### src/logic/cpuPkg.sv
package cpuPkg;

	localparam int wordWidth = 16;		// Data and address width
	localparam int numRegs = 4;
	localparam int addrFieldWidth = 11;	// Immediate address bits in the instruction

	// Opcodes, top two bits of every instruction
	localparam logic [1:0] opAdd = 2'd0;
	localparam logic [1:0] opLd = 2'd1;
	localparam logic [1:0] opSt = 2'd2;
	localparam logic [1:0] opBrz = 2'd3;

	// Register form, used by ADD and the ext=1 forms
	typedef struct packed {
		logic [1:0] opcode;
		logic [1:0] regIn;		// Write-back or store source
		logic [1:0] regOut1;	// First operand, address or branch target
		logic [1:0] regOut2;	// Second operand, register store data
		logic [6:0] unused;
		logic ext;				// Selects addressing form
	} regView_t;

	// Absolute and relative forms, field overlaps regOut1/regOut2
	typedef struct packed {
		logic [1:0] opcode;
		logic [1:0] regIn;
		logic [addrFieldWidth-1:0] addrField;
		logic ext;
	} addrView_t;

	// One word, two decodings
	typedef union packed {
		regView_t regView;
		addrView_t addrView;
	} instrWord;

	typedef enum logic [1:0] {
		pcIncr = 2'd0,		// PC + 1
		pcRel = 2'd1,		// PC + sign-extended field
		pcReg = 2'd2		// Jump to regOut1 value
	} nextPcSel;

	typedef struct packed {
		nextPcSel pcSel;
		logic regDataFromMem;		// Write-back source is load data
		logic regWe;
		logic aluAdd;
		logic memWe;
		logic memRd;
		logic dAddrFromReg;			// Data address from rdA, else addr
		logic storeFromRegIn;		// Store data from rdIn, else rdB
		logic [1:0] regInSel;
		logic [1:0] regOutSel1;
		logic [1:0] regOutSel2;
		logic [wordWidth-1:0] addr;	// Extended address field
	} ctrlBus;

	// Wishbone classic, master to slave
	typedef struct packed {
		logic cyc;
		logic stb;
		logic we;
		logic [wordWidth-1:0] adr;
		logic [wordWidth-1:0] datW;
	} wbReq;

	// Slave to master
	typedef struct packed {
		logic ack;
		logic [wordWidth-1:0] datR;
	} wbRsp;

endpackage

### src/logic/cpuTop.sv
module cpuTop (
	input logic clk,
	input logic arstN,

	output cpuPkg::wbReq ibusReq,	// Instruction memory master
	input cpuPkg::wbRsp ibusRsp,
	output cpuPkg::wbReq dbusReq,	// Data memory master
	input cpuPkg::wbRsp dbusRsp
);

	import cpuPkg::*;

	instrWord instr;
	ctrlBus ctrl;
	logic execStrobe;
	logic memStart;
	logic memDone;
	logic needMem;
	logic zFlag;
	logic [wordWidth-1:0] pc;
	logic [wordWidth-1:0] rdA;
	logic [wordWidth-1:0] rdB;
	logic [wordWidth-1:0] rdIn;
	logic [wordWidth-1:0] loadData;

	assign needMem = ctrl.memWe || ctrl.memRd;	// LD or ST goes through the data port

	fetchUnit fetchUnit_inst (
		.clk(clk), .arstN(arstN),
		.ibusReq(ibusReq), .ibusRsp(ibusRsp),
		.pc(pc), .memDone(memDone), .needMem(needMem),
		.instr(instr), .execStrobe(execStrobe), .memStart(memStart)
	);

	decoder decoder_inst (
		.instr(instr), .zFlag(zFlag), .ctrl(ctrl)
	);

	execUnit execUnit_inst (
		.clk(clk), .arstN(arstN),
		.execStrobe(execStrobe), .memDone(memDone),
		.ctrl(ctrl), .loadData(loadData),
		.rdA(rdA), .rdB(rdB), .rdIn(rdIn),
		.zFlag(zFlag), .pc(pc)
	);

	memAccess memAccess_inst (
		.clk(clk), .arstN(arstN), .memStart(memStart),
		.ctrl(ctrl), .rdA(rdA), .rdB(rdB), .rdIn(rdIn),
		.dbusReq(dbusReq), .dbusRsp(dbusRsp),
		.loadData(loadData), .memDone(memDone)
	);

endmodule

### src/logic/decoder.sv
module decoder (
	input cpuPkg::instrWord instr,
	input logic zFlag,			// Branch condition
	output cpuPkg::ctrlBus ctrl
);

	import cpuPkg::*;

	logic [1:0] opcode;
	logic ext;

	// Both views share opcode, regIn and ext
	assign opcode = instr.regView.opcode;
	assign ext = instr.regView.ext;

	always_comb begin
		ctrl = '0;
		ctrl.pcSel = pcIncr;

		// Register selects come straight from the fields, unused ones are harmless
		ctrl.regInSel = instr.regView.regIn;
		ctrl.regOutSel1 = instr.regView.regOut1;
		ctrl.regOutSel2 = instr.regView.regOut2;

		case (opcode)
		opAdd: begin
			ctrl.aluAdd = 1'b1;
			ctrl.regWe = 1'b1;		// Sum into regIn
		end

		opLd: begin
			ctrl.memRd = 1'b1;
			ctrl.regDataFromMem = 1'b1;
			ctrl.regWe = 1'b1;
			if (ext) begin
				ctrl.dAddrFromReg = 1'b1;	// Address held in regOut1
			end else begin
				// Absolute, zero filled
				ctrl.addr = {{(wordWidth - addrFieldWidth){1'b0}}, instr.addrView.addrField};
			end
		end

		opSt: begin
			ctrl.memWe = 1'b1;
			if (ext) begin
				ctrl.dAddrFromReg = 1'b1;	// regOut2 to [regOut1]
			end else begin
				ctrl.storeFromRegIn = 1'b1;	// regIn to absolute address
				ctrl.addr = {{(wordWidth - addrFieldWidth){1'b0}}, instr.addrView.addrField};
			end
		end

		opBrz: begin
			// Falls through as PC + 1 when the flag is clear
			if (zFlag) begin
				if (ext) begin
					ctrl.pcSel = pcReg;
				end else begin
					ctrl.pcSel = pcRel;
					// Sign extend for backward branches
					ctrl.addr = {{(wordWidth - addrFieldWidth){instr.addrView.addrField[addrFieldWidth-1]}},
						instr.addrView.addrField};
				end
			end
		end

		default: begin
			ctrl.pcSel = pcIncr;
		end
		endcase
	end

endmodule

### src/logic/execUnit.sv
module execUnit (
	input logic clk,
	input logic arstN,
	input logic execStrobe,		// One cycle after fetch ack
	input logic memDone,		// Data cycle complete
	input cpuPkg::ctrlBus ctrl,
	input logic [cpuPkg::wordWidth-1:0] loadData,

	output logic [cpuPkg::wordWidth-1:0] rdA,	// regOut1
	output logic [cpuPkg::wordWidth-1:0] rdB,	// regOut2
	output logic [cpuPkg::wordWidth-1:0] rdIn,	// regIn
	output logic zFlag,
	output logic [cpuPkg::wordWidth-1:0] pc
);

	import cpuPkg::*;

	logic [wordWidth-1:0] regFile [numRegs];
	logic [wordWidth-1:0] aluOut;
	logic [wordWidth-1:0] wrData;
	logic [wordWidth-1:0] nextPc;
	logic [wordWidth-1:0] pcPlusOne;
	logic isMemOp;
	logic execWrite;
	logic loadWrite;

	// Three read ports
	assign rdA = regFile[ctrl.regOutSel1];
	assign rdB = regFile[ctrl.regOutSel2];
	assign rdIn = regFile[ctrl.regInSel];

	assign aluOut = ctrl.aluAdd ? (rdA + rdB) : rdA;	// Only add is encoded
	assign wrData = ctrl.regDataFromMem ? loadData : aluOut;

	assign isMemOp = ctrl.memWe || ctrl.memRd;

	// ALU results land at execute, loads once the bus returns
	assign execWrite = execStrobe && ctrl.regWe && !ctrl.regDataFromMem;
	assign loadWrite = memDone && ctrl.regWe && ctrl.regDataFromMem;

	assign pcPlusOne = pc + 1'b1;

	always_comb begin
		case (ctrl.pcSel)
		pcRel: nextPc = pc + ctrl.addr;	// addr already sign extended
		pcReg: nextPc = rdA;
		default: nextPc = pcPlusOne;
		endcase
	end

	always_ff @(posedge clk or negedge arstN) begin
		if (!arstN) begin
			for (int i = 0; i < numRegs; i++) begin
				regFile[i] <= '0;
			end
		end else if (execWrite || loadWrite) begin
			regFile[ctrl.regInSel] <= wrData;
		end
	end

	// Flag only follows ADD
	always_ff @(posedge clk or negedge arstN) begin
		if (!arstN) begin
			zFlag <= 1'b0;
		end else if (execStrobe && ctrl.aluAdd) begin
			zFlag <= (aluOut == '0);
		end
	end

	always_ff @(posedge clk or negedge arstN) begin
		if (!arstN) begin
			pc <= '0;	// First fetch from 0
		end else if (execStrobe && !isMemOp) begin
			pc <= nextPc;	// ADD and BRZ
		end else if (memDone) begin
			pc <= pcPlusOne;	// LD and ST always fall through
		end
	end

endmodule

### src/logic/fetchUnit.sv
module fetchUnit (
	input logic clk,
	input logic arstN,

	output cpuPkg::wbReq ibusReq,	// Instruction fetch port
	input cpuPkg::wbRsp ibusRsp,

	input logic [cpuPkg::wordWidth-1:0] pc,	// Fetch address from execUnit
	input logic memDone,			// Data cycle finished
	input logic needMem,			// Decoded instruction is LD or ST

	output cpuPkg::instrWord instr,
	output logic execStrobe,
	output logic memStart
);

	// Fetch, execute and memory phases run back to back
	typedef enum logic [1:0] {
		sFetch = 2'd0,
		sExec = 2'd1,
		sMem = 2'd2
	} seqState_t;

	seqState_t state;
	logic cycQ;		// Instruction-side cycle in progress

	always_ff @(posedge clk or negedge arstN) begin
		if (!arstN) begin
			state <= sFetch;
			cycQ <= 1'b0;	// Bus idle coming out of reset
		end else begin
			case (state)
			sFetch: begin
				if (!cycQ) begin
					cycQ <= 1'b1;	// First fetch after reset
				end else if (ibusRsp.ack) begin
					cycQ <= 1'b0;	// Single transfer, drop right after ack
					state <= sExec;
				end
			end

			sExec: begin
				if (needMem) begin
					state <= sMem;
				end else begin
					// ADD and BRZ finish here, PC already updated
					state <= sFetch;
					cycQ <= 1'b1;
				end
			end

			sMem: begin
				if (memDone) begin
					state <= sFetch;
					cycQ <= 1'b1;
				end
			end

			default: begin
				state <= sFetch;
				cycQ <= 1'b0;
			end
			endcase
		end
	end

	// Fetched word held for decode through exec and mem
	always_ff @(posedge clk) begin
		if (state == sFetch && cycQ && ibusRsp.ack) begin
			instr <= ibusRsp.datR;
		end
	end

	// Read-only master, address follows PC
	always_comb begin
		ibusReq.cyc = cycQ;
		ibusReq.stb = cycQ;
		ibusReq.we = 1'b0;
		ibusReq.adr = pc;	// PC stays put while the fetch waits
		ibusReq.datW = '0;
	end

	assign execStrobe = (state == sExec);	// Exec state lasts one cycle
	assign memStart = execStrobe && needMem;	// Kick data cycle on the way into mem

endmodule

### src/logic/memAccess.sv
module memAccess (
	input logic clk,
	input logic arstN,
	input logic memStart,		// Pulse from the sequencer
	input cpuPkg::ctrlBus ctrl,
	input logic [cpuPkg::wordWidth-1:0] rdA,
	input logic [cpuPkg::wordWidth-1:0] rdB,
	input logic [cpuPkg::wordWidth-1:0] rdIn,

	output cpuPkg::wbReq dbusReq,	// Data port
	input cpuPkg::wbRsp dbusRsp,

	output logic [cpuPkg::wordWidth-1:0] loadData,
	output logic memDone
);

	import cpuPkg::*;

	logic [wordWidth-1:0] dAddr;
	logic [wordWidth-1:0] stData;
	logic [wordWidth-1:0] adrQ;
	logic [wordWidth-1:0] datQ;
	logic cycQ;
	logic weQ;
	logic doneQ;

	// Register form takes the address from regOut1
	assign dAddr = ctrl.dAddrFromReg ? rdA : ctrl.addr;
	assign stData = ctrl.storeFromRegIn ? rdIn : rdB;

	always_ff @(posedge clk or negedge arstN) begin
		if (!arstN) begin
			cycQ <= 1'b0;
			weQ <= 1'b0;
			doneQ <= 1'b0;
		end else begin
			doneQ <= 1'b0;
			if (memStart) begin
				cycQ <= 1'b1;
				weQ <= ctrl.memWe;
			end else if (cycQ && dbusRsp.ack) begin
				cycQ <= 1'b0;	// Drop in the cycle after ack
				doneQ <= 1'b1;	// Data is in loadData by now
			end
		end
	end

	// Address and store data frozen for the whole transfer
	always_ff @(posedge clk) begin
		if (memStart) begin
			adrQ <= dAddr;
			datQ <= stData;
		end
	end

	always_ff @(posedge clk) begin
		if (cycQ && dbusRsp.ack && !weQ) begin
			loadData <= dbusRsp.datR;
		end
	end

	always_comb begin
		dbusReq.cyc = cycQ;
		dbusReq.stb = cycQ;
		dbusReq.we = weQ;
		dbusReq.adr = adrQ;
		dbusReq.datW = datQ;
	end

	assign memDone = doneQ;

endmodule

### config.mk
export PLATFORM = sky130hd
export DESIGN_NAME = cpuTop
export DESIGN_NICKNAME = d
export VERILOG_FILES = /design/src/logic/cpuPkg.sv /design/src/logic/cpuTop.sv /design/src/logic/decoder.sv /design/src/logic/execUnit.sv /design/src/logic/fetchUnit.sv /design/src/logic/memAccess.sv
export SDC_FILE = /design/constraint.sdc
export NUM_CORES = 1
export LEC_CHECK = 0
export BUFFER_PORTS_ARGS = -buffer_cell sky130_fd_sc_hd__clkbuf_2
export CORE_MARGIN = 2
export CORE_UTILIZATION = 60
export CTS_CLUSTER_DIAMETER = 50
export DETAILED_ROUTE_END_ITERATION = 6
export GPL_TIMING_DRIVEN = 0
export PLACE_DENSITY = 0.79
export SLEW_MARGIN = 30
export SYNTH_ARGS = -nofsm -noshare
export SYNTH_HDL_FRONTEND = slang
export SYNTH_SLANG_ARGS = --single-unit
### constraint.sdc
create_clock -name clk -period 4.46 [get_ports clk]
set_clock_uncertainty 0.05 [all_clocks]
set_input_delay 0.223 -clock clk [delete_from_list [all_inputs] [get_ports clk]]
set_output_delay 0.223 -clock clk [all_outputs]
set_load 0.005 [all_outputs]
==> flow_summary_export.csv <==
group,metric,value,unit
final_layout,final_area,11000,sq um
route,via_count,7934,
logic_synthesis,yosys_warnings,0,
min_path,min_path_type,"in -> reg",
clocking,cts_buffers,17,
setup_path,crit_arrival,4.47,ns
final_layout,fin_util,0.727,
route,via_per_inst,6.47,
logic_synthesis,ys_top_cells_by_area,"dfrtp_1, edfxtp_1, mux4_2",
place,hpwl,17.6,mm
clocking,cts_tree,"done",
logic_synthesis,yosysUniqueCellTypes,65,
floorplanning,die_width,128,um
sta,grt_setup_unrepaired,"false",
clocking,clock_path_buffers,2,
route,ant_nets,0,
setup_path,cp-start-kind,"flip-flop",
setup_path,max_stage_delay,0.68,ns
final_layout,num_antenna_cells,0,
logic_synthesis,yosys.area.top_type,"dfrtp_1",
grt,grt_pass1_wl,39.4,mm
logic_synthesis,ys_ff_latch,151,
setup_path,reg2reg_from,"fetchUnit_inst.instr[11]",
final_layout,syn2layout_area_growth,18.6,%
setup_path,rr_endpoint,"execUnit_inst.regFile[8]",
final_layout,regArea,4100,sq um
min_path,worstHoldPathCells,4,
power,powerDensity,579,nW/um^2
final_layout,finalNetCount,1106,
route,dr.pass1.iters,7,
sta,period_share,0.951,
min_path,holdPathEnd,"fetchUnit_inst.cycQ",
setup_path,worstRegToRegCells,12,
route,routed_wirelength,25.5,mm
grt,use_met1,0.405,
floorplanning,fp.dieH,128,um
grt,grtUsageMet2,0.530,
job,drv_cap,0,
sta,period_minus_slack,4.24,ns
final_layout,final_cells,1227,
floorplanning,fp-row-count,45,
power,leakagePower,0.00486,uW
sta,finalSetupViolations,0,
run_status,status,"complete, no violations",
min_path,min_from,"ibusRsp[16]",
final_layout,multi_input_area,4820,sq um
setup_path,worst_path_most_repeated_cell,"o21ai_0",
clocking,cts_htree_levels,4,
setup_path,worstSetupEndpointType,"flip-flop",
sta,max_slew_margin,0.389,
floorplanning,initial_core_util,0.613,
setup_path,path_cells,"clkbuf_4 -> mux4_2 -> ha_1 -> fa_1 -> a211oi_2 -> o21ai_0 -> a21o_1 -> a21oi_1 -> xnor2_1 -> mux2_2 -> mux2i_1 -> o21ai_0",
setup_path,criticalPathCategory,"reg -> reg",
clocking,cts_root_buf,"clkbuf_16",
logic_synthesis,synth_edf_count,64,
logic_synthesis,synth_top_cell_area_share,0.235,
grt,grt_max_degree,58,
floorplanning,dieArea,16500,sq um
setup_path,crit_fanout,10,
clocking,cts_sinks,151,
place,portBuffers,88,
setup_path,slowest_stage,"edfxtp_1",
grt,antenna_found_initial,0,
sta,maxSlewViolCount,0,
grt,grt-ovfl-total,0,
logic_synthesis,syn-instance-count,870,
logic_synthesis,yosys_most_used_dff,"dfrtp_1",
route,drtIter0Drc,935,
logic_synthesis,synth_common_cells,"nand2_1, dfrtp_1, o21ai_0",
place,dpl-instance-area,10100,sq um
clocking,postCtsSetupBuffers,0,
route,wl_per_cell,20.8,um
grt,gr-usage-all-layers,0.318,
sta,worst_slew_pin_slew,0.917,ns
final_layout,drive_gt1_frac,0.216,
sta,hold_ws,0.144,ns
power,peakVddDrop,0.000371,V
logic_synthesis,synth_area,9280,sq um
logic_synthesis,syn_avg_cell_area,10.7,sq um
logic_synthesis,async_flop_share,0.576,
place,place_congestion,0.929,
setup_path,rrSetupSlack,0.22,ns
place,dp_cells,1163,
clocking,clk_pin_slew,0.06,ns
setup_path,required,4.69,ns
floorplanning,ios,106,
floorplanning,coreArea,15100,sq um
grt,top_usage_layer,"met2",
clocking,clock_latency,0.44,ns
sta,finalHoldViolCount,0,
final_layout,num-fill-cells,1063,
sta,fmax,0.236,GHz
logic_synthesis,synth_most_common_cell,"nand2_1",
power,power,6370,uW
route,drc,0,
grt,use_met3,0.0728,
logic_synthesis,ys_seq_area_frac,0.442,
grt,grt_pass1_vias,7576,
flip-flops by register name, indices dropped and copies added, names as in the netlist:
| signal | count |
|---|---|
| execUnit_inst.regFile | 64 |
| execUnit_inst.pc | 16 |
| fetchUnit_inst.instr | 16 |
| memAccess_inst.adrQ | 16 |
| memAccess_inst.datQ | 16 |
| memAccess_inst.loadData | 16 |
| fetchUnit_inst.state | 2 |
| execUnit_inst.zFlag | 1 |
| fetchUnit_inst.cycQ | 1 |
| memAccess_inst.cycQ | 1 |
| memAccess_inst.memDone | 1 |
| memAccess_inst.weQ | 1 |
where the power goes:
part / internal, uW / switching [uW] / total, uW
sequential: 1920 / 371 / 2290
clock: 847 / 602 / 1450
combinational: 1130 / 1500 / 2640
total: 3900 / 2480 / 6370
cells by family (layout without fill, tap and decap cells):
logic type	Yosys count	count (layout)	synth area share
buffers and inverters	92	245	0.0468
XOR/XNOR	19	19	0.0179
AND/OR/NAND/NOR	252	252	0.126
AO/OA/AOI/OAI	233	233	0.155
multiplexers	78	78	0.152
adder cells (fa/ha/maj)	44	44	0.0609
other	1	17	0.000404
flip-flops	151	151	0.442
cells in the final DEF, fill, tap and decap left out, types with 22 or more instances in the layout:
cell type,netlist,final
o21ai_0,79,79
edfxtp_1,64,64
ha_1,42,42
clkbuf_2,0,88
dlygate4sd3_1,0,34
dfrtp_1,87,87
nor2_1,44,43
clkbuf_1,37,37
nand2_1,119,119
buf_4,22,22
a21oi_1,57,57
mux4_2,48,48
metal layers:
metal  share of wire  up-vias
met5               0        -
met4           0.042        0
met3           0.083      102
met2            0.49      493
met1            0.39     3807
li1                -     3532
worst max path at each step:
| stage | depth (start not counted) | end | from |
|---|---|---|---|
| 3_3_place_gp | 11 | execUnit_inst.regFile[30] | fetchUnit_inst.instr[10] |
| 4_1_cts | 13 | execUnit_inst.regFile[8] | fetchUnit_inst.instr[10] |
| 3_5_place_dp | 11 | execUnit_inst.regFile[14] | fetchUnit_inst.instr[10] |
| 2_1_floorplan | 13 | execUnit_inst.zFlag | fetchUnit_inst.instr[10] |
| 5_1_grt | 12 | execUnit_inst.zFlag | fetchUnit_inst.instr[11] |
| 6_report | 12 | execUnit_inst.regFile[8] | fetchUnit_inst.instr[11] |
cell type report:
type | instances | share of cell area
multi-input combinational | 643 | 0.438
sequential | 151 | 0.372
timing repair buffer | 123 | 0.0742
clock buffer | 20 | 0.0406
buffer | 70 | 0.0334
tap | 188 | 0.0214
clock inverter | 12 | 0.0130
inverter | 20 | 0.00682
what timing repair did:
item                                    in CTS  in global routing
hold endpoints to repair                   121                  0
resized for setup                            2                  5
pin swaps                                    0                  0
hold buffers                                34                  0
endpoints found under the setup margin      17                 23
critical path: cells and delay by family (launching register included):
| kind | cells | cell delay (ns) |
|---|---|---|
| AOI/OAI and AO/OA | 5 | 1.08 |
| muxes | 3 | 1.04 |
| adders and majority gates | 2 | 0.72 |
| DFF | 1 | 0.68 |
| buffers and inverters | 1 | 0.42 |
| xor gates and xnor gates | 1 | 0.08 |
per-stage QoR:
stage / setup TNS, ns / setup slack [ns]
after floorplan: 0 / 0.710
after global placement: -0.601 / -0.143
after detailed placement: -1.01 / -0.202
after CTS: 0 / 0.0369
after global routing: 0 / 0.0597
final: 0 / 0.220
No activity file was read; power rests on OpenSTA's default activity.
